--- src/common/lbus_axis_consts.svh ---
`ifndef LBUS_AXIS_CONSTS_SVH
`define LBUS_AXIS_CONSTS_SVH

// segments in one lbus word
`define LBUS_SEGS 4

// one segment
`define SEG_BYTES 16
`define SEG_DATA_W 128

// empty byte count of the eop segment
`define MTY_W 4

// axi stream beat, one per lbus word
`define AXIS_DATA_W 512
`define AXIS_KEEP_W 64

`endif

--- src/common/lbus_axis_pkg.sv ---
`include "lbus_axis_consts.svh"

package lbus_axis_pkg;

	typedef logic [`SEG_DATA_W-1:0] seg_data_t;
	typedef logic [`SEG_BYTES-1:0] seg_keep_t;
	typedef logic [`MTY_W-1:0] mty_t;
	typedef logic [`AXIS_DATA_W-1:0] axis_data_t;
	typedef logic [`AXIS_KEEP_W-1:0] axis_keep_t;

	// one lbus segment as it arrives on the wire
	typedef struct packed {
		seg_data_t data;
		logic ena;
		logic sop;
		logic eop;
		mty_t mty;
		logic err;
	} lbus_seg_t;

	typedef lbus_seg_t [`LBUS_SEGS-1:0] lbus_word_t;

	// decoded segment, data already in axi byte order
	typedef struct packed {
		seg_data_t data;
		seg_keep_t keep;
		logic valid;
		logic sop;
		logic eop;
		logic err;
	} axis_lane_t;

	// tuser carries the packet error on the last beat
	typedef struct packed {
		axis_data_t tdata;
		axis_keep_t tkeep;
		logic tlast;
		logic tuser;
	} axis_beat_t;

	typedef enum logic {
		asm_idle = 1'b0,
		asm_packet = 1'b1
	} asm_state_t;

endpackage

--- src/hw/lbus_to_axis_top.sv ---
`timescale 1ns/1ps
`include "lbus_axis_consts.svh"

module lbus_to_axis_top (
	input logic rx_clk,
	input logic arst_n,
	input lbus_axis_pkg::lbus_word_t lbus_in,
	output lbus_axis_pkg::axis_beat_t axis_out,
	output logic axis_valid
);
	import lbus_axis_pkg::*;

	lbus_word_t seg_q;
	axis_lane_t [`LBUS_SEGS-1:0] lanes;

	// stage 1, input register
	lbus_rx_input_stage u_input_stage (
		.rx_clk (rx_clk),
		.arst_n (arst_n),
		.lbus_in (lbus_in),
		.seg_q (seg_q)
	);

	// stage 2, one decoder per segment
	for (genvar s = 0; s < `LBUS_SEGS; s++) begin : g_dec
		lbus_seg_decoder u_seg_decoder (
			.rx_clk (rx_clk),
			.arst_n (arst_n),
			.seg (seg_q[s]),
			.lane (lanes[s])
		);
	end

	// stage 3, beat assembly and packet tracking
	axis_beat_assembler u_beat_assembler (
		.rx_clk (rx_clk),
		.arst_n (arst_n),
		.lanes (lanes),
		.axis_out (axis_out),
		.axis_valid (axis_valid)
	);

endmodule

--- src/lbus_rx/axis_beat_assembler.sv ---
`timescale 1ns/1ps
`include "lbus_axis_consts.svh"

module axis_beat_assembler (
	input logic rx_clk,
	input logic arst_n,
	input lbus_axis_pkg::axis_lane_t [`LBUS_SEGS-1:0] lanes,
	output lbus_axis_pkg::axis_beat_t axis_out,
	output logic axis_valid
);
	import lbus_axis_pkg::*;

	asm_state_t state_q;
	asm_state_t state_d;

	logic [`LBUS_SEGS-1:0] valid_vec;
	logic [`LBUS_SEGS-1:0] eop_vec;
	logic [`LBUS_SEGS-1:0] err_vec;
	logic any_valid;
	logic word_sop;
	logic word_eop;
	logic emit;

	axis_beat_t beat_d;

	// per lane flags, only counted when the lane holds data
	always_comb begin
		for (int s = 0; s < `LBUS_SEGS; s++) begin
			valid_vec[s] = lanes[s].valid;
			eop_vec[s] = lanes[s].valid & lanes[s].eop;
			err_vec[s] = lanes[s].err;
		end
	end

	assign any_valid = |valid_vec;
	// packets only start in segment 0
	assign word_sop = lanes[0].valid & lanes[0].sop;
	assign word_eop = |eop_vec;

	// lane s fills axi bytes 16s to 16s+15
	always_comb begin
		for (int s = 0; s < `LBUS_SEGS; s++) begin
			beat_d.tdata[`SEG_DATA_W*s +: `SEG_DATA_W] = lanes[s].data;
			beat_d.tkeep[`SEG_BYTES*s +: `SEG_BYTES] = lanes[s].keep;
		end
		beat_d.tlast = word_eop;
		// error of the eop lane only
		beat_d.tuser = |(eop_vec & err_vec);
	end

	always_comb begin
		state_d = state_q;
		emit = 1'b0;
		case (state_q)
			asm_idle: begin
				// words outside a packet are dropped
				if (word_sop) begin
					emit = 1'b1;
					if (!word_eop) begin
						state_d = asm_packet;
					end
				end
			end
			asm_packet: begin
				if (any_valid) begin
					emit = 1'b1;
					if (word_eop) begin
						state_d = asm_idle;
					end
				end
			end
			default: begin
				state_d = asm_idle;
			end
		endcase
	end

	always_ff @(posedge rx_clk or negedge arst_n) begin
		if (!arst_n) begin
			state_q <= asm_idle;
			axis_valid <= 1'b0;
		end else begin
			state_q <= state_d;
			axis_valid <= emit;
		end
	end

	// beat contents held between emitted words
	always_ff @(posedge rx_clk) begin
		if (emit) begin
			axis_out <= beat_d;
		end
	end

endmodule

--- src/lbus_rx/lbus_rx_input_stage.sv ---
`timescale 1ns/1ps
`include "lbus_axis_consts.svh"

module lbus_rx_input_stage (
	input logic rx_clk,
	input logic arst_n,
	input lbus_axis_pkg::lbus_word_t lbus_in,
	output lbus_axis_pkg::lbus_word_t seg_q
);
	import lbus_axis_pkg::*;

	for (genvar s = 0; s < `LBUS_SEGS; s++) begin : g_seg
		logic ena_q;
		seg_data_t data_q;
		logic sop_q;
		logic eop_q;
		mty_t mty_q;
		logic err_q;

		// ena qualifies the rest of the segment
		always_ff @(posedge rx_clk or negedge arst_n) begin
			if (!arst_n) begin
				ena_q <= 1'b0;
			end else begin
				ena_q <= lbus_in[s].ena;
			end
		end

		// payload and flags, meaningless without ena
		always_ff @(posedge rx_clk) begin
			data_q <= lbus_in[s].data;
			sop_q <= lbus_in[s].sop;
			eop_q <= lbus_in[s].eop;
			mty_q <= lbus_in[s].mty;
			err_q <= lbus_in[s].err;
		end

		assign seg_q[s] = '{
			data: data_q,
			ena: ena_q,
			sop: sop_q,
			eop: eop_q,
			mty: mty_q,
			err: err_q
		};
	end

endmodule

--- src/lbus_rx/lbus_seg_decoder.sv ---
`timescale 1ns/1ps
`include "lbus_axis_consts.svh"

module lbus_seg_decoder (
	input logic rx_clk,
	input logic arst_n,
	input lbus_axis_pkg::lbus_seg_t seg,
	output lbus_axis_pkg::axis_lane_t lane
);
	import lbus_axis_pkg::*;

	seg_data_t data_swap;
	seg_keep_t keep_d;

	logic valid_q;
	seg_data_t data_q;
	seg_keep_t keep_q;
	logic sop_q;
	logic eop_q;
	logic err_q;

	// lbus byte 0 is the top byte, lane byte 0 the bottom one
	always_comb begin
		for (int k = 0; k < `SEG_BYTES; k++) begin
			data_swap[8*k +: 8] = seg.data[`SEG_DATA_W-8-8*k +: 8];
		end
	end

	// mty counts the unused bytes at the tail of the eop segment
	always_comb begin
		if (!seg.ena) begin
			keep_d = '0;
		end else if (seg.eop) begin
			keep_d = seg_keep_t'('1) >> seg.mty;
		end else begin
			keep_d = '1;
		end
	end

	always_ff @(posedge rx_clk or negedge arst_n) begin
		if (!arst_n) begin
			valid_q <= 1'b0;
		end else begin
			valid_q <= seg.ena;
		end
	end

	always_ff @(posedge rx_clk) begin
		data_q <= data_swap;
		keep_q <= keep_d;
		sop_q <= seg.sop;
		eop_q <= seg.eop;
		err_q <= seg.err;
	end

	assign lane = '{
		data: data_q,
		keep: keep_q,
		valid: valid_q,
		sop: sop_q,
		eop: eop_q,
		err: err_q
	};

endmodule

--- config.mk ---
export PLATFORM = sky130hd
export DESIGN_NAME = lbus_to_axis_top
export DESIGN_NICKNAME = d
export VERILOG_FILES = /design/src/common/lbus_axis_pkg.sv /design/src/hw/lbus_to_axis_top.sv /design/src/lbus_rx/axis_beat_assembler.sv /design/src/lbus_rx/lbus_rx_input_stage.sv /design/src/lbus_rx/lbus_seg_decoder.sv
export VERILOG_INCLUDE_DIRS = /design/src /design/src/common
export SDC_FILE = /design/constraint.sdc
export NUM_CORES = 1
export LEC_CHECK = 0
export ABC_AREA = 1
export CAP_MARGIN = 15
export CORE_AREA = 4 4 435 437
export CTS_CLUSTER_DIAMETER = 80
export DETAILED_ROUTE_END_ITERATION = 16
export DIE_AREA = 0 0 439 441
export DONT_BUFFER_PORTS = 1
export GPL_TIMING_DRIVEN = 0
export PLACE_DENSITY = 0.32
export SLEW_MARGIN = 20
export SYNTH_ARGS = -nofsm -noshare
export SYNTH_HDL_FRONTEND = slang
export SYNTH_SLANG_ARGS = --single-unit
--- constraint.sdc ---
create_clock -name rx_clk -period 14.24 [get_ports rx_clk]
set_clock_uncertainty 0.05 [all_clocks]
set_input_delay 4.272 -clock rx_clk [delete_from_list [all_inputs] [get_ports rx_clk]]
set_output_delay 4.272 -clock rx_clk [all_outputs]
set_load 0.01 [all_outputs]
Word level (Yosys, flattened, before mapping)
Cells that the tools add are included.
- flip-flop bits (word level): 1710
- input bits: 546
- shifts and indexed selects: 4
- mux-type cells: 11
- bitwise logic cells: 7
- reduce and logical (&&, ||, !) cells: 3
- operators with widths (kind ; number):
    two-way mux 16 bit ; 4
    right shift 16 x 4 -> 16 bit (first input constant) ; 4
    OR reduction 4 bit ; 3
    bitwise AND 1 bit ; 5
    two-way mux 1 bit ; 5
    bitwise AND 4 bit ; 1
    case mux 1 bit (2 select lines) ; 2
    NOT 1 bit ; 1

Logic depth before layout (Yosys ltp)
Gate-level depths: netlist of run 1.
- depth in word-level cells: 5
- mapped depth: 5

Hierarchy
Synthesis of run 1 repeated with hierarchy kept, for this count alone.
- cell total of the unflattened synthesis: 1927
- area total of the unflattened synthesis: 41137.0 um2
- modules (own cells, without submodules) (module ; times used ; cells an instance ; area each (um2)):
    axis_beat_assembler ; 1 ; 603 ; 17509.3
    lbus_seg_decoder ; 4 ; 191 ; 3149.3
    lbus_rx_input_stage ; 1 ; 560 ; 11030.6

Least setup slack after synthesis of run 1
No wires, ideal clock.
- path type: reg-to-reg
- start point: register g_dec[0].u_seg_decoder.valid_q
- end point: register u_beat_assembler.axis_valid
- setup time: 1334 ps
- arrival: 11716 ps
- required time: 12856 ps
- slack: 1140 ps
- stages on the path, launching flop included: 5
- buffers on the path: 0
- period minus slack after synthesis: 13100 ps
- cell sequence: dfrtp_1 -> nand2_1 -> inv_1 -> o21ai_0 -> inv_1
- longest elaborated chain between the ends: 3
- elaborated cells between the ends (all ways): 5
- those cells by class: mux (3); bitwise (1); reduce/logical (1)
- ends and longest elaborated chain (element ; line ; RTL):
    from (decl) ; lbus_seg_decoder.sv:15 ; logic valid_q;
    from (signal assigned) ; lbus_seg_decoder.sv:44 ; valid_q <= seg.ena;
    OR reduction 4 bit / bitwise AND 1 bit (equally long branches) ; axis_beat_assembler.sv:35, axis_beat_assembler.sv:37 ;
    two-way mux 1 bit, on equally long branches ; axis_beat_assembler.sv:65, axis_beat_assembler.sv:57 ;
    case mux 1 bit (2 select lines) (*) ; axis_beat_assembler.sv:54 ; case (state_q)
    via u_beat_assembler.emit ; axis_beat_assembler.sv:22 ; logic emit;
    to (signal assigned) ; axis_beat_assembler.sv:84 ; axis_valid <= emit;
    to (decl) ; axis_beat_assembler.sv:9 ; output logic axis_valid
The timed path passes the listed nets; every way through them passes the cells marked *.
A chain may end at the register's enable or synchronous reset.

Worst setup path after layout of run 1
- start point: register u_beat_assembler.axis_out[495] (netlist name)
- end point: output port axis_out[495] in the netlist's numbering
- RTL lines (element ; line ; RTL):
    to (decl) ; lbus_to_axis_top.sv:8 ; output lbus_axis_pkg::axis_beat_t axis_out,
No word-level cell between the ends.

==> report_table.html, run 1 <==
<table>
<tr><th>Metric</th><th>Value</th></tr>
<tr><th colspan="2">Outcome</th></tr>
<tr><td>Run status</td><td>finished clean</td></tr>
<tr><th colspan="2">Placement</th></tr>
<tr><td>Estimated wirelength of the detail-placed design</td><td>79,700 microns</td></tr>
<tr><td>IO Port Bufs</td><td>0</td></tr>
<tr><td>Post-Place Cell Area</td><td>44,100 sq um</td></tr>
<tr><td>Global placer's final weighted congestion</td><td>around 0.84</td></tr>
<tr><th colspan="2">Worst setup path</th></tr>
<tr><td>Startpoint kind of the worst setup timing path</td><td>flip-flop</td></tr>
<tr><td>Crit end category</td><td>output port</td></tr>
<tr><td>Biggest fanout along the worst timing path</td><td>1</td></tr>
<tr><td>Arrival time of the worst setup path</td><td>1.42 ns</td></tr>
<tr><td>Startpoint-to-endpoint class of the critical path</td><td>reg2out</td></tr>
<tr><td>Setup slack of the most critical reg-to-reg path</td><td>~11 ns</td></tr>
<tr><td>Critical path data required time</td><td>a little under 10 ns</td></tr>
<tr><th colspan="2">Synth</th></tr>
<tr><td>Parity-gate share of the synthesized area counting xor and xnor cells</td><td>0</td></tr>
<tr><td>Mean instance size in the synthesized netlist</td><td>21.9 sq um</td></tr>
<tr><td>Share of synthesized area spent on multiplexers</td><td>0</td></tr>
<tr><td>Post-synthesis share of cell area spent on and, or, nand and nor gates</td><td>0.00761</td></tr>
<tr><td>Complex-gate fraction of the synthesized area</td><td>0.00620</td></tr>
<tr><td>Count of distinct cell types in the synthesized netlist</td><td>17</td></tr>
<tr><td>Seq/Total Area, Yosys</td><td>0.983</td></tr>
<tr><td>Netlist Area Pre-Place</td><td>around 41,000 sq um</td></tr>
<tr><td>Cell count after synthesis</td><td>between 1,500 and 2,000</td></tr>
<tr><td>Number of storage elements in the synthesis netlist</td><td>1,710</td></tr>
<tr><td>Dominant combinational cell family by area after synthesis</td><td>simple AND/OR/NAND/NOR gates</td></tr>
<tr><td>Post-synthesis adder-cell area fraction</td><td>0</td></tr>
<tr><td>Syn. warnings</td><td>0</td></tr>
<tr><td>Syn_nets</td><td>2,411</td></tr>
<tr><th colspan="2">Hold path</th></tr>
<tr><td>Type of the worst min-delay path</td><td>reg2reg</td></tr>
<tr><th colspan="2">Clock tree</th></tr>
<tr><td>Count of H-tree levels built during CTS</td><td>4</td></tr>
<tr><td>Clock Path Buffers</td><td>3</td></tr>
<tr><td>Clock Root Buffer</td><td>clkbuf_16</td></tr>
<tr><td>Clock slew seen by the registers of the worst setup and hold paths</td><td>0.06 ns</td></tr>
<tr><td>Count of hold-fix buffers inserted at cts</td><td>0</td></tr>
<tr><td>Clock Sink Count</td><td>1,710</td></tr>
<tr><td>TritonCTS clock tree</td><td>built</td></tr>
<tr><td>Post-CTS Repair Setup Buffers</td><td>0</td></tr>
<tr><td>Clock latency on the worst-skew pair</td><td>0.81 ns</td></tr>
<tr><td>CTS buffer count</td><td>183</td></tr>
<tr><td>Resized cells post-CTS</td><td>0</td></tr>
<tr><th colspan="2">GRT</th></tr>
<tr><td>Vias in the first global route</td><td>16,142</td></tr>
<tr><td>Overflow left after global routing</td><td>0</td></tr>
<tr><td>First-pass GRT wire length</td><td>140,000 microns</td></tr>
<tr><td>GRT Util Overall</td><td>0.106</td></tr>
<tr><td>Initial antenna violation count</td><td>161</td></tr>
<tr><td>Pin count of the biggest net entering global routing</td><td>97</td></tr>
<tr><th colspan="2">STA</th></tr>
<tr><td>Number of hold violations in the final report</td><td>0</td></tr>
<tr><td>Top achievable clock speed</td><td>0.174 GHz</td></tr>
<tr><td>Unrepaired setup endpoints after global routing</td><td>no</td></tr>
<tr><td>Endpoints failing setup</td><td>0</td></tr>
<tr><td>Worst hold margin</td><td>around 0.26 ns</td></tr>
<tr><td>Headroom to the max-slew limit</td><td>0.591</td></tr>
<tr><td>Final-report max-slew violation count</td><td>0</td></tr>
<tr><td>Minimum clock period</td><td>between 5 and 6 ns</td></tr>
<tr><td>Transition time at the pin with the least slew margin</td><td>0.607 ns</td></tr>
<tr><td>Fraction of the cycle the final worst path needs</td><td>0.403</td></tr>
<tr><td>Setup TNS</td><td>0 ns</td></tr>
<tr><th colspan="2">Final layout</th></tr>
<tr><td>Fraction of layout instances using a drive strength above 1</td><td>0.142</td></tr>
<tr><td>Finished Cell Area</td><td>50,500 sq um</td></tr>
<tr><td>Area used by multi-input combinational logic</td><td>563 sq um</td></tr>
<tr><td>FF/Latch Area</td><td>40,100 sq um</td></tr>
<tr><td>Final nets</td><td>around 2,600</td></tr>
<tr><td>Filler cells</td><td>approximately 18,000</td></tr>
<tr><td>Area growth from synthesis to final layout</td><td>23.9%</td></tr>
<tr><th colspan="2">Detailed routing</th></tr>
<tr><td>Sum of met2 wire segment lengths after detailed routing</td><td>55,500 microns</td></tr>
<tr><td>Wl on met1</td><td>between 30,000 and 40,000 microns</td></tr>
<tr><td>Top Metal Used</td><td>met5</td></tr>
<tr><td>DR DRC count</td><td>0</td></tr>
<tr><td>Vias/cell</td><td>3.27</td></tr>
<tr><td>Remaining antenna violation count after routing</td><td>0</td></tr>
<tr><td>Vias after detailed routing</td><td>15,535</td></tr>
<tr><td>Pre-antenna DRT Iters</td><td>5</td></tr>
<tr><td>Final Routed Wirelength</td><td>around 110,000 microns</td></tr>
<tr><td>DRC marker count from the first detailed-route iteration</td><td>781</td></tr>
<tr><td>Wire length on met3</td><td>10,900 microns</td></tr>
<tr><td>Drt wl/cell</td><td>22.4 microns</td></tr>
<tr><th colspan="2">Power</th></tr>
<tr><td>Total leakage power</td><td>18.7 nW</td></tr>
<tr><td>Sum of internal, switching and leakage power</td><td>about 10 mW</td></tr>
<tr><td>Peak VDD IR</td><td>0.104 mV</td></tr>
<tr><td>Pwr/cell area</td><td>207 nW/um^2</td></tr>
<tr><th colspan="2">Floorplan</th></tr>
<tr><td>Starting density of the core</td><td>0.220</td></tr>
<tr><td>Area of the die</td><td>approximately 190,000 sq um</td></tr>
<tr><td>Height of the chip</td><td>441 microns</td></tr>
<tr><td>Core region area</td><td>185,000 sq um</td></tr>
<tr><td>Ports</td><td>~1,100</td></tr>
<tr><td>FP Rows</td><td>158</td></tr>
<tr><td>Die width</td><td>439 microns</td></tr>
<tr><th colspan="2">Flow run</th></tr>
<tr><td>Max Cap Violations</td><td>0</td></tr>
</table>
[cell usage in the layout (no fill, tap or decap), types with 8 or more instances in the layout]
cell	Yosys	routed
a21oi_1	27	27
bufinv_16	0	15
clkbuf_1	0	35
clkbuf_16	0	190
clkbuf_8	0	23
clkinv_1	0	14
clkinv_2	0	29
clkinv_4	0	9
dfrtp_1	10	10
dfxtp_1	1122	1122
diode_2	0	57
edfxtp_1	578	578
inv_1	39	38
inv_8	0	8
nand2_1	29	29
nand3_1	12	12
nor2_1	20	20
o21ai_0	9	9
[flip-flops by register name, summed over array words and instances, names as in the netlist, 16 cells and up]
name / flops
u_beat_assembler.axis_out: 578
u_input_stage.g_seg.data_q: 512
g_dec.u_seg_decoder.keep_q: 64
g_dec.u_seg_decoder.data_q: 512
u_input_stage.g_seg.mty_q: 16
[cells in the mapped netlist (all sizes together)]
cell type  count  area share
dfrtp         10      0.0061
a21oi         27      0.0033
nand3         12      0.0015
o21ai         17      0.0027
dfxtp       1122        0.55
inv           40      0.0037
nand4          1     0.00015
edfxtp       578        0.43
nor2          20      0.0018
a31oi          1     0.00015
nand2         37      0.0041
[kinds of logic after synthesis]
family,after synthesis
AOI/OAI and AO/OA,45
buffers and inverters,40
DFF,1710
and+or+nand+nor,70
[routing by layer]
layer	vias to the layer above	track usage
met3	402	0.0548
met1	7320	0.102
met5	-	0
met2	908	0.187
li1	6875	-
met4	30	0.0469
[through the flow]
stage,util,instances,worst slack (ns)
after detailed placement,0.238,4352,9.23
after global placement,0.237,4345,-6.00
final,0.273,4751,8.50
after floorplan,-,1865,1.14
after CTS,0.272,4694,8.27
after global routing,0.273,4721,8.35
[power by group]
group          switching, mW  internal (mW)  total (mW)
clock network           1.96           2.86        4.82
registers              0.192           5.37        5.56
logic                 0.0759         0.0158      0.0917
total                   2.23           8.25        10.5
[final timing paths]
check | startpoint | end | cells past startpoint
max | u_beat_assembler.axis_out[495]$_DFFE_PP_ | axis_out[495] | 0
min reg2reg | u_input_stage.g_seg[1].data_q[60]$_DFF_P_ | g_dec[1].u_seg_decoder.data_q[68]$_DFF_P_ | 0
min | u_input_stage.g_seg[1].data_q[60]$_DFF_P_ | g_dec[1].u_seg_decoder.data_q[68]$_DFF_P_ | 0
max reg2reg | g_dec[0].u_seg_decoder.valid_q$_DFF_PN0_ | u_beat_assembler.axis_out[538]$_DFFE_PP_ | 7
min in group asynchronous | arst_n | g_dec[0].u_seg_decoder.valid_q$_DFF_PN0_ | 0
max in group asynchronous | arst_n | g_dec[2].u_seg_decoder.valid_q$_DFF_PN0_ | 0
[cell type report]
type / instances / area share
flip-flops and latches: 1710 / 0.793
clock buffers: 248 / 0.103
well taps: 2480 / 0.0614
clock inverters: 94 / 0.0215
multi-input cells: 115 / 0.0111
repair buffers: 7 / 0.00381
inverters: 40 / 0.00312
diodes: 57 / 0.00282
Power figures use the tool's default switching activity.
==> run 2: changes to the inputs <==
--- a/config.mk
+++ b/config.mk
@@ -6,7 +6,7 @@
 export SDC_FILE = /design/constraint.sdc
 export NUM_CORES = 1
 export LEC_CHECK = 0
-export ABC_AREA = 1
+export ABC_AREA = 0
 export CAP_MARGIN = 15
 export CORE_AREA = 4 4 435 437
 export CTS_CLUSTER_DIAMETER = 80
==> constraint.sdc (replaced) <==
create_clock -name rx_clk -period 5.6 [get_ports rx_clk]
set_clock_uncertainty 0.05 [all_clocks]
set_input_delay 1.68 -clock rx_clk [delete_from_list [all_inputs] [get_ports rx_clk]]
set_output_delay 1.68 -clock rx_clk [all_outputs]
set_load 0.01 [all_outputs]
==> run 2 against run 1 <==
Die area did not move; hold slack got worse by 0.0048 ns; register-to-register slack got worse by 8.4 ns; global-route usage rose by 0.26 points; largest power group unchanged.
==> report_table.html, run 2 <==
<table>
<tr><th>Metric</th><th>Value</th></tr>
<tr><th colspan="2">Floorplan</th></tr>
<tr><td>Height of the chip</td><td>441 microns (unchanged)</td></tr>
<tr><td>Die width</td><td>439 microns (unchanged)</td></tr>
<tr><td>Core region area</td><td>185,000 sq um (unchanged)</td></tr>
<tr><td>Ports</td><td>1,125 (unchanged)</td></tr>
<tr><td>Area of the die</td><td>194,000 sq um (unchanged)</td></tr>
<tr><td>Starting density of the core</td><td>0.220 (about the same)</td></tr>
<tr><td>FP Rows</td><td>158 (unchanged)</td></tr>
<tr><th colspan="2">Worst setup path</th></tr>
<tr><td>Endpoint of the worst register-to-register path</td><td>u_beat_assembler.axis_out[513]$_DFFE_PP_</td></tr>
<tr><td>Biggest fanout along the worst timing path</td><td>1 (unchanged)</td></tr>
<tr><td>Critical path data required time</td><td>3.87 ns (-6.05 ns)</td></tr>
<tr><td>Setup slack of the most critical reg-to-reg path</td><td>2.90 ns (-8.41 ns)</td></tr>
<tr><td>R2r startpoint</td><td>g_dec[0].u_seg_decoder.valid_q$_DFF_PN0_</td></tr>
<tr><td>Startpoint kind of the worst setup timing path</td><td>flip-flop</td></tr>
<tr><td>Arrival time of the worst setup path</td><td>1.40 ns (-0.02 ns)</td></tr>
<tr><td>Startpoint-to-endpoint class of the critical path</td><td>reg2out</td></tr>
<tr><td>Crit end category</td><td>output port</td></tr>
<tr><td>R2R depth</td><td>6 (-1)</td></tr>
<tr><td>Start point of the critical path</td><td>u_beat_assembler.axis_out[327]$_DFFE_PP_</td></tr>
<tr><th colspan="2">Final layout</th></tr>
<tr><td>Area growth from synthesis to final layout</td><td>24.3%</td></tr>
<tr><td>Final Core Density</td><td>0.274 (+0.00105)</td></tr>
<tr><td>Most frequent cells in the layout</td><td>dfxtp_1, edfxtp_1, clkbuf_16</td></tr>
<tr><td>FF/Latch Area</td><td>40,100 sq um (unchanged)</td></tr>
<tr><td>Most frequent standard cell in the layout excluding fill and tap cells</td><td>dfxtp_1</td></tr>
<tr><td>Filler cells</td><td>18,365 (-0.42%)</td></tr>
<tr><td>Finished Cell Area</td><td>50,700 sq um (+0.39%)</td></tr>
<tr><td>Fraction of layout instances using a drive strength above 1</td><td>0.154 (+0.0115)</td></tr>
<tr><td>Final nets</td><td>2,570 (-1.3%)</td></tr>
<tr><td>Largest register FFs</td><td>578 (unchanged)</td></tr>
<tr><td>Largest registers</td><td>u_beat_assembler.axis_out x578, g_dec.u_seg_decoder.data_q x512, u_input_stage.g_seg.data_q x512</td></tr>
<tr><td>Register bank with the most flops</td><td>u_beat_assembler.axis_out</td></tr>
<tr><td>Area used by multi-input combinational logic</td><td>618 sq um (+9.8%)</td></tr>
<tr><th colspan="2">Synth</th></tr>
<tr><td>Syn. warnings</td><td>0 (unchanged)</td></tr>
<tr><td>Netlist Area Pre-Place</td><td>40,800 sq um (about the same)</td></tr>
<tr><td>Mean instance size in the synthesized netlist</td><td>22.3 sq um (+2.2%)</td></tr>
<tr><td>Cell count after synthesis</td><td>1,826 (-2.1%)</td></tr>
<tr><td>Seq/Total Area, Yosys</td><td>0.982 (about the same)</td></tr>
<tr><td>Number of storage elements in the synthesis netlist</td><td>1,710 (unchanged)</td></tr>
<tr><td>Cell type contributing the most total cell area after synthesis</td><td>dfxtp_1</td></tr>
<tr><td>Most instantiated flip-flop cell in the synthesis netlist</td><td>dfxtp_1</td></tr>
<tr><td>Largest cells by area after synthesis</td><td>dfxtp_1, edfxtp_1, dfrtp_1</td></tr>
<tr><td>Most frequent cell after synthesis</td><td>dfxtp_1</td></tr>
<tr><td>Most common library cells after synthesis</td><td>dfxtp_1, edfxtp_1, a21oi_1, a31oi_1, dfrtp_1</td></tr>
<tr><td>Syn_nets</td><td>2,372 (-1.6%)</td></tr>
<tr><td>Fraction of synthesis flops using an asynchronous set or reset pin</td><td>0.00585 (unchanged)</td></tr>
<tr><td>Proportion of netlist area held by the largest area contributor</td><td>0.551 (about the same)</td></tr>
<tr><td>Number of synthesized flops with an enable pin</td><td>578 (unchanged)</td></tr>
<tr><td>Count of distinct cell types in the synthesized netlist</td><td>26 (+9)</td></tr>
<tr><th colspan="2">Clock tree</th></tr>
<tr><td>Clock Root Buffer</td><td>clkbuf_16</td></tr>
<tr><td>Clock latency on the worst-skew pair</td><td>0.80 ns (about the same)</td></tr>
<tr><td>Count of hold-fix buffers inserted at cts</td><td>0 (unchanged)</td></tr>
<tr><td>Resized cells post-CTS</td><td>0 (unchanged)</td></tr>
<tr><td>TritonCTS clock tree</td><td>built</td></tr>
<tr><td>Clock Sink Count</td><td>1,710 (unchanged)</td></tr>
<tr><td>Clock Path Buffers</td><td>3 (unchanged)</td></tr>
<tr><td>Count of H-tree levels built during CTS</td><td>4 (unchanged)</td></tr>
<tr><td>Clock slew seen by the registers of the worst setup and hold paths</td><td>0.06 ns (about the same)</td></tr>
<tr><td>CTS buffer count</td><td>182 (-0.55%)</td></tr>
<tr><td>Post-CTS Repair Setup Buffers</td><td>0 (unchanged)</td></tr>
<tr><th colspan="2">Detailed routing</th></tr>
<tr><td>Pre-antenna DRT Iters</td><td>4 (-1)</td></tr>
<tr><td>Drt wl/cell</td><td>23.1 microns (+3.1%)</td></tr>
<tr><td>DR DRC count</td><td>0 (unchanged)</td></tr>
<tr><td>Vias after detailed routing</td><td>15,441 (-0.61%)</td></tr>
<tr><td>Remaining antenna violation count after routing</td><td>0 (unchanged)</td></tr>
<tr><td>Final Routed Wirelength</td><td>109,000 microns (+2.7%)</td></tr>
<tr><td>Vias/cell</td><td>3.26 (-0.18%)</td></tr>
<tr><td>DRC marker count from the first detailed-route iteration</td><td>912 (+17%)</td></tr>
<tr><th colspan="2">Hold path</th></tr>
<tr><td>Hold endpoint</td><td>g_dec[1].u_seg_decoder.data_q[56]$_DFF_P_</td></tr>
<tr><td>Type of the worst min-delay path</td><td>reg2reg</td></tr>
<tr><td>Number of cells traversed by the worst hold path</td><td>0 (unchanged)</td></tr>
<tr><td>Hold Crit Start</td><td>u_input_stage.g_seg[1].data_q[64]$_DFF_P_</td></tr>
<tr><th colspan="2">STA</th></tr>
<tr><td>Minimum clock period</td><td>between 3 and 4 ns</td></tr>
<tr><td>Minimum setup slack in the final design</td><td>2.47 ns (-6.03 ns)</td></tr>
<tr><td>Headroom to the max-slew limit</td><td>0.647 (+0.0560)</td></tr>
<tr><td>Setup TNS</td><td>0 ns (unchanged)</td></tr>
<tr><td>Number of hold violations in the final report</td><td>0 (unchanged)</td></tr>
<tr><td>Top achievable clock speed</td><td>approximately 0.32 GHz</td></tr>
<tr><td>Final-report max-slew violation count</td><td>0 (unchanged)</td></tr>
<tr><td>Endpoints failing setup</td><td>0 (unchanged)</td></tr>
<tr><td>Transition time at the pin with the least slew margin</td><td>0.530 ns (-0.0776 ns)</td></tr>
<tr><td>Fraction of the cycle the final worst path needs</td><td>0.558</td></tr>
<tr><td>Unrepaired setup endpoints after global routing</td><td>no</td></tr>
<tr><th colspan="2">GRT</th></tr>
<tr><td>Pin count of the biggest net entering global routing</td><td>57 (-41%)</td></tr>
<tr><td>Initial antenna violation count</td><td>159 (-1.2%)</td></tr>
<tr><td>GRT Util Overall</td><td>0.108 (+0.00256)</td></tr>
<tr><td>Overflow left after global routing</td><td>0 (unchanged)</td></tr>
<tr><td>Vias in the first global route</td><td>15,979 (-1.0%)</td></tr>
<tr><td>First-pass GRT wire length</td><td>142,000 microns (+1.6%)</td></tr>
<tr><th colspan="2">Power</th></tr>
<tr><td>Sequential share of power</td><td>0.531 (about the same)</td></tr>
<tr><td>Switching pwr</td><td>5.65 mW (+150%)</td></tr>
<tr><td>Switching portion of total power</td><td>0.212 (-0.000478)</td></tr>
<tr><td>Gate power share</td><td>0.010 (about the same)</td></tr>
<tr><td>Internal power contribution</td><td>21.0 mW (+150%)</td></tr>
<tr><td>Total leakage power</td><td>18.7 nW (-0.23%)</td></tr>
<tr><td>Pwr/cell area</td><td>526 nW/um^2 (+150%)</td></tr>
<tr><td>Peak VDD IR</td><td>0.299 mV (+190%)</td></tr>
<tr><td>Part of the total power dissipated in the clock network</td><td>0.460 (about the same)</td></tr>
<tr><th colspan="2">Outcome</th></tr>
<tr><td>Run status</td><td>finished clean</td></tr>
<tr><th colspan="2">Placement</th></tr>
<tr><td>Estimated wirelength of the detail-placed design</td><td>82,600 microns (+3.6%)</td></tr>
<tr><td>Global placer's final weighted congestion</td><td>0.862 (+2.9%)</td></tr>
<tr><td>IO Port Bufs</td><td>0 (unchanged)</td></tr>
<tr><td>Post-place setup slack</td><td>2.86 ns (-6.37 ns)</td></tr>
<tr><td>Post-Place Cell Area</td><td>44,300 sq um (+0.38%)</td></tr>
<tr><th colspan="2">Flow run</th></tr>
<tr><td>Max Cap Violations</td><td>0 (unchanged)</td></tr>
</table>
## run 2: changes by cell type after synthesis, moves of 5 or more
cell,delta
or2_2,+7
buf_6,+7
nand2_2,-6
nand2_1,-28
nand3_1,-8
a31oi_1,+12
a21o_1,+5
and3_1,+8
o21ai_0,-9
inv_1,-31
nor2_1,-13
## run 2: how the worst max path moves through the flow
stage,cells past startpoint,to,slack (ns)
6_report,0,axis_out[327],2.47
5_1_grt,0,axis_out[327],2.32
3_3_place_gp,2,u_beat_assembler.axis_out[111]$_DFFE_PP_,-2.02
3_5_place_dp,6,u_beat_assembler.axis_out[150]$_DFFE_PP_,2.86
2_1_floorplan,2,u_beat_assembler.axis_out[0]$_DFFE_PP_,0.57
4_1_cts,0,axis_out[472],2.26
## run 2: through the flow
step / power [mW] / hold slack [ns] / cells
final: 26.7 / 0.256 / 4731
after global routing: 27.7 / 0.259 / 4711
after CTS: 27.2 / 0.262 / 4665
after detailed placement: 14.7 / 0.262 / 4320
after global placement: 14.7 / 0.260 / 4306
after floorplan: 14.4 / 0.260 / 1826
## run 2: logic make-up (layout without fill, tap and decap cells)
family                 count (synthesis)  in the layout  share of synthesized area
buffers and inverters                 18            377                    0.00304
flip-flops                          1710           1710                      0.982
other                                  0             66                          0
AND/OR/NAND/NOR                       41             41                    0.00592
AO/OA/AOI/OAI                         57             57                    0.00899
## run 2: layout make-up
class	count	share of cell area
Inverter	8	0.000592
Multi-Input combinational cell	98	0.0122
Antenna cell	66	0.00326
Tap cell	2480	0.0612
Clock buffer	267	0.107
Clock inverter	78	0.0173
Sequential cell	1710	0.790
Timing Repair Buffer	14	0.00671
Buffer	10	0.00185
## run 2: power by group through the flow
stage / logic [mW] / clock network [mW] / registers (mW)
after global routing: 0.289 / 13.2 / 14.2
after detailed placement: 0.273 / 0 / 14.4
after floorplan: 0.143 / 0 / 14.2
final: 0.262 / 12.2 / 14.1
after global placement: 0.214 / 0 / 14.5
after CTS: 0.273 / 12.7 / 14.2
## run 2: metal layers
| layer | routed length (microns) | part of all wire | vias up | global-route usage |
|---|---|---|---|---|
| li1 | - | - | 6883 | - |
| met1 | 36200 | 0.33 | 7219 | 0.105 |
| met2 | 56400 | 0.52 | 916 | 0.187 |
| met3 | 10700 | 0.098 | 395 | 0.0547 |
| met4 | 6030 | 0.055 | 28 | 0.0593 |
| met5 | 166 | 0.0015 | - | 0 |
==> run 3: changes to the inputs <==
--- a/config.mk
+++ b/config.mk
@@ -6,7 +6,7 @@
 export SDC_FILE = /design/constraint.sdc
 export NUM_CORES = 1
 export LEC_CHECK = 0
-export ABC_AREA = 0
+export ABC_AREA = 1
 export CAP_MARGIN = 15
 export CORE_AREA = 4 4 435 437
 export CTS_CLUSTER_DIAMETER = 80
@@ -14,7 +14,7 @@
 export DIE_AREA = 0 0 439 441
 export DONT_BUFFER_PORTS = 1
 export GPL_TIMING_DRIVEN = 0
-export PLACE_DENSITY = 0.32
+export PLACE_DENSITY = 0.33
 export SLEW_MARGIN = 20
 export SYNTH_ARGS = -nofsm -noshare
 export SYNTH_HDL_FRONTEND = slang
==> constraint.sdc (replaced) <==
create_clock -name rx_clk -period 2.8 [get_ports rx_clk]
set_clock_uncertainty 0.05 [all_clocks]
set_input_delay 0.84 -clock rx_clk [delete_from_list [all_inputs] [get_ports rx_clk]]
set_output_delay 0.84 -clock rx_clk [all_outputs]
set_load 0.01 [all_outputs]
==> run 3 against run 2 <==
Total power grew 100%; design area up 10%; flip-flop and latch count stayed put; critical endpoint is now u_beat_assembler.axis_out[450]$_DFFE_PP_.
==> report_table.html, run 3 (synthesis results as in run 1) <==
<table>
<tr><th>Metric</th><th>Value</th></tr>
<tr><th colspan="2">Outcome</th></tr>
<tr><td>Run status</td><td>finished clean</td></tr>
<tr><th colspan="2">Worst setup path</th></tr>
<tr><td>R2R depth</td><td>11 (+5)</td></tr>
<tr><td>Arrival time of the worst setup path</td><td>3.03 ns (+1.63 ns)</td></tr>
<tr><td>Startpoint kind of the worst setup timing path</td><td>flip-flop</td></tr>
<tr><td>R2r startpoint</td><td>g_dec[0].u_seg_decoder.valid_q$_DFF_PN0_</td></tr>
<tr><td>Startpoint-to-endpoint class of the critical path</td><td>reg2reg</td></tr>
<tr><td>Crit end category</td><td>flip-flop</td></tr>
<tr><td>Critical path data required time</td><td>3.25 ns (-0.62 ns)</td></tr>
<tr><td>Biggest fanout along the worst timing path</td><td>28 (+27)</td></tr>
<tr><td>Setup slack of the most critical reg-to-reg path</td><td>0.22 ns (-2.68 ns)</td></tr>
<tr><td>Endpoint of the worst register-to-register path</td><td>u_beat_assembler.axis_out[450]$_DFFE_PP_</td></tr>
<tr><th colspan="2">Detailed routing</th></tr>
<tr><td>DR DRC count</td><td>0 (unchanged)</td></tr>
<tr><td>Remaining antenna violation count after routing</td><td>0 (unchanged)</td></tr>
<tr><td>Vias after detailed routing</td><td>17,031 (+10%)</td></tr>
<tr><td>Vias/cell</td><td>3.24 (-0.81%)</td></tr>
<tr><td>Top Metal Used</td><td>met5</td></tr>
<tr><td>Sum of met2 wire segment lengths after detailed routing</td><td>57,800 microns (+2.4%)</td></tr>
<tr><td>Drt wl/cell</td><td>20.4 microns (-12%)</td></tr>
<tr><td>Pre-antenna DRT Iters</td><td>5 (+1)</td></tr>
<tr><td>Wire length on met3</td><td>9400 microns (-12%)</td></tr>
<tr><td>Final Routed Wirelength</td><td>107,000 microns (-1.9%)</td></tr>
<tr><td>DRC marker count from the first detailed-route iteration</td><td>723 (-21%)</td></tr>
<tr><td>Wl on met1</td><td>36,900 microns (+2.0%)</td></tr>
<tr><th colspan="2">STA</th></tr>
<tr><td>Worst hold margin</td><td>0.262 ns (+0.00608 ns)</td></tr>
<tr><td>Number of hold violations in the final report</td><td>0 (unchanged)</td></tr>
<tr><td>Headroom to the max-slew limit</td><td>0.658 (+0.0110)</td></tr>
<tr><td>Top achievable clock speed</td><td>0.387 GHz</td></tr>
<tr><td>Final-report max-slew violation count</td><td>0 (unchanged)</td></tr>
<tr><td>Minimum clock period</td><td>2.58 ns</td></tr>
<tr><td>Unrepaired setup endpoints after global routing</td><td>no</td></tr>
<tr><td>Minimum setup slack in the final design</td><td>0.216 ns (-2.26 ns)</td></tr>
<tr><td>Transition time at the pin with the least slew margin</td><td>0.512 ns (-0.0181 ns)</td></tr>
<tr><td>Fraction of the cycle the final worst path needs</td><td>0.923</td></tr>
<tr><td>Endpoints failing setup</td><td>0 (unchanged)</td></tr>
<tr><th colspan="2">Floorplan</th></tr>
<tr><td>Ports</td><td>1,125 (unchanged)</td></tr>
<tr><td>Starting density of the core</td><td>0.220 (about the same)</td></tr>
<tr><td>FP Rows</td><td>158 (unchanged)</td></tr>
<tr><td>Core region area</td><td>185,000 sq um (unchanged)</td></tr>
<tr><td>Area of the die</td><td>194,000 sq um (unchanged)</td></tr>
<tr><td>Height of the chip</td><td>441 microns (unchanged)</td></tr>
<tr><td>Die width</td><td>439 microns (unchanged)</td></tr>
<tr><th colspan="2">Clock tree</th></tr>
<tr><td>CTS buffer count</td><td>179 (-1.6%)</td></tr>
<tr><td>Clock slew seen by the registers of the worst setup and hold paths</td><td>0.06 ns (about the same)</td></tr>
<tr><td>Clock Path Buffers</td><td>3 (unchanged)</td></tr>
<tr><td>TritonCTS clock tree</td><td>built</td></tr>
<tr><td>Clock latency on the worst-skew pair</td><td>0.81 ns (about the same)</td></tr>
<tr><td>Clock Sink Count</td><td>1,710 (unchanged)</td></tr>
<tr><td>Count of H-tree levels built during CTS</td><td>4 (unchanged)</td></tr>
<tr><td>Clock Root Buffer</td><td>clkbuf_16</td></tr>
<tr><th colspan="2">GRT</th></tr>
<tr><td>Overflow left after global routing</td><td>0 (unchanged)</td></tr>
<tr><td>First-pass GRT wire length</td><td>144,000 microns (+1.6%)</td></tr>
<tr><td>Vias in the first global route</td><td>18,508 (+16%)</td></tr>
<tr><td>Pin count of the biggest net entering global routing</td><td>38 (-33%)</td></tr>
<tr><td>Initial antenna violation count</td><td>31 (-81%)</td></tr>
<tr><td>GRT Util Overall</td><td>0.106 (-0.00173)</td></tr>
<tr><th colspan="2">Final layout</th></tr>
<tr><td>FF/Latch Area</td><td>40,100 sq um (unchanged)</td></tr>
<tr><td>Most frequent cells in the layout</td><td>dfxtp_1, edfxtp_1, dlygate4sd3_1</td></tr>
<tr><td>Largest register FFs</td><td>578 (unchanged)</td></tr>
<tr><td>Area growth from synthesis to final layout</td><td>37.1%</td></tr>
<tr><td>Largest registers</td><td>u_beat_assembler.axis_out x578, g_dec.u_seg_decoder.data_q x512, u_input_stage.g_seg.data_q x512</td></tr>
<tr><td>Area used by multi-input combinational logic</td><td>567 sq um (-8.3%)</td></tr>
<tr><td>Fraction of layout instances using a drive strength above 1</td><td>0.115 (-0.0392)</td></tr>
<tr><td>Register bank with the most flops</td><td>u_beat_assembler.axis_out</td></tr>
<tr><td>Filler cells</td><td>18,118 (-1.3%)</td></tr>
<tr><td>Final nets</td><td>3,157 (+23%)</td></tr>
<tr><td>Most frequent standard cell in the layout excluding fill and tap cells</td><td>dfxtp_1</td></tr>
<tr><th colspan="2">Power</th></tr>
<tr><td>Switching pwr</td><td>11.4 mW (+100%)</td></tr>
<tr><td>Peak VDD IR</td><td>0.541 mV (+81%)</td></tr>
<tr><td>Total leakage power</td><td>21.0 nW (+12%)</td></tr>
<tr><td>Gate power share</td><td>0.023 (+0.013)</td></tr>
<tr><td>Sequential share of power</td><td>0.528 (-0.003)</td></tr>
<tr><td>Internal power contribution</td><td>42.2 mW (+100%)</td></tr>
<tr><td>Pwr/cell area</td><td>958 nW/um^2 (+82%)</td></tr>
<tr><td>Part of the total power dissipated in the clock network</td><td>0.449 (-0.011)</td></tr>
<tr><td>Switching portion of total power</td><td>0.212 (+0.000345)</td></tr>
<tr><th colspan="2">Flow run</th></tr>
<tr><td>Max Cap Violations</td><td>0 (unchanged)</td></tr>
<tr><th colspan="2">Hold path</th></tr>
<tr><td>Hold Crit Start</td><td>u_input_stage.g_seg[2].data_q[64]$_DFF_P_</td></tr>
<tr><td>Type of the worst min-delay path</td><td>reg2reg</td></tr>
<tr><td>Hold endpoint</td><td>g_dec[2].u_seg_decoder.data_q[56]$_DFF_P_</td></tr>
<tr><td>Number of cells traversed by the worst hold path</td><td>0 (unchanged)</td></tr>
<tr><th colspan="2">Placement</th></tr>
<tr><td>Post-place setup slack</td><td>-0.0913 ns (-2.95 ns)</td></tr>
<tr><td>Estimated wirelength of the detail-placed design</td><td>80,500 microns (-2.5%)</td></tr>
<tr><td>IO Port Bufs</td><td>0 (unchanged)</td></tr>
<tr><td>Global placer's final weighted congestion</td><td>0.818 (-5.1%)</td></tr>
</table>
==> run 3: cell types whose count changed in the layout (fill, tap and decap cells not counted), moves of 8 or more <==
cell / previous run / this run
dlygate4sd3_1: 0 / 542
diode_2: 66 / 15
inv_1: 8 / 38
nand2_1: 1 / 29
clkbuf_8: 37 / 17
nor2_1: 7 / 20
a31oi_1: 13 / 1
buf_12: 6 / 17
and3_1: 8 / 0
nand3_1: 4 / 12
o21ai_0: 0 / 8
==> run 3: critical path, stage by stage, from the launching register on <==
cell        delay, ns
dfrtp_1          0.40
nand2_1          0.07
inv_1            0.09
o21ai_2          0.07
clkinvlp_4       0.09
buf_4            0.19
buf_12           0.21
buf_12           0.21
buf_16           0.19
buf_12           0.22
buf_16           0.19
buf_16           0.18
==> run 3: power groups by stage <==
stage | clock, mW | sequential [mW] | combinational (mW)
after floorplan | 0 | 28.6 | 0.274
after CTS | 25.0 | 28.3 | 1.28
after global placement | 0 | 29.3 | 0.415
final | 24.1 | 28.3 | 1.24
after detailed placement | 0 | 28.9 | 0.565
after global routing | 26.0 | 28.4 | 1.35
==> run 3: repair_timing <==
| action | CTS | global route |
|---|---|---|
| endpoints found under the hold margin | 551 | 0 |
| endpoints found under the setup margin | 31 | 51 |
| hold buffers | 542 | 0 |
| buffers inserted | 1 | 0 |
| gates resized for setup | 0 | 1 |
| cloned | 0 | 1 |
==> run 3: through the flow <==
step / cell area, sq um / util / TNS [ns] / std cells / power [mW]
6_report: 55900 / 0.302 / 0 / 5261 / 53.6
4_1_cts: 55900 / 0.302 / 0 / 5246 / 54.7
2_1_floorplan: 40800 / - / -4036.17 / 1865 / 28.9
5_1_grt: 55900 / 0.302 / 0 / 5252 / 55.7
3_3_place_gp: 43900 / 0.237 / -7300.55 / 4345 / 29.7
3_5_place_dp: 44400 / 0.240 / -2.73 / 4367 / 29.4
==> run 3: worst max-delay path by stage <==
stage | startpoint | end | slack (ns) | depth (start not counted)
after floorplan | g_dec[0].u_seg_decoder.valid_q$_DFF_PN0_ | u_beat_assembler.axis_out[0]$_DFFE_PP_ | -6.97 | 4
after global placement | g_dec[0].u_seg_decoder.valid_q$_DFF_PN0_ | u_beat_assembler.axis_out[103]$_DFFE_PP_ | -12.73 | 4
after detailed placement | g_dec[0].u_seg_decoder.valid_q$_DFF_PN0_ | u_beat_assembler.axis_out[184]$_DFFE_PP_ | -0.09 | 11
after CTS | g_dec[0].u_seg_decoder.valid_q$_DFF_PN0_ | u_beat_assembler.axis_out[226]$_DFFE_PP_ | 0.09 | 11
after global routing | g_dec[0].u_seg_decoder.valid_q$_DFF_PN0_ | u_beat_assembler.axis_out[450]$_DFFE_PP_ | 0.01 | 11
final | g_dec[0].u_seg_decoder.valid_q$_DFF_PN0_ | u_beat_assembler.axis_out[450]$_DFFE_PP_ | 0.22 | 11
==> run 3: layer usage <==
| metal | up-vias | track usage |
|---|---|---|
| met4 | 16 | 0.0418 |
| li1 | 7922 | - |
| met3 | 214 | 0.0484 |
| met1 | 8140 | 0.104 |
| met2 | 739 | 0.195 |
| met5 | - | 0 |
==> run 3: layout make-up <==
| type | instances | share of cell area |
|---|---|---|
| Clock buffer | 247 | 0.0904 |
| Inverter | 40 | 0.00275 |
| Antenna cell | 15 | 0.000671 |
| Timing Repair Buffer | 565 | 0.106 |
| Clock inverter | 89 | 0.0184 |
| Tap cell | 2480 | 0.0555 |
| Sequential cell | 1710 | 0.717 |
| Multi-Input combinational cell | 115 | 0.0101 |
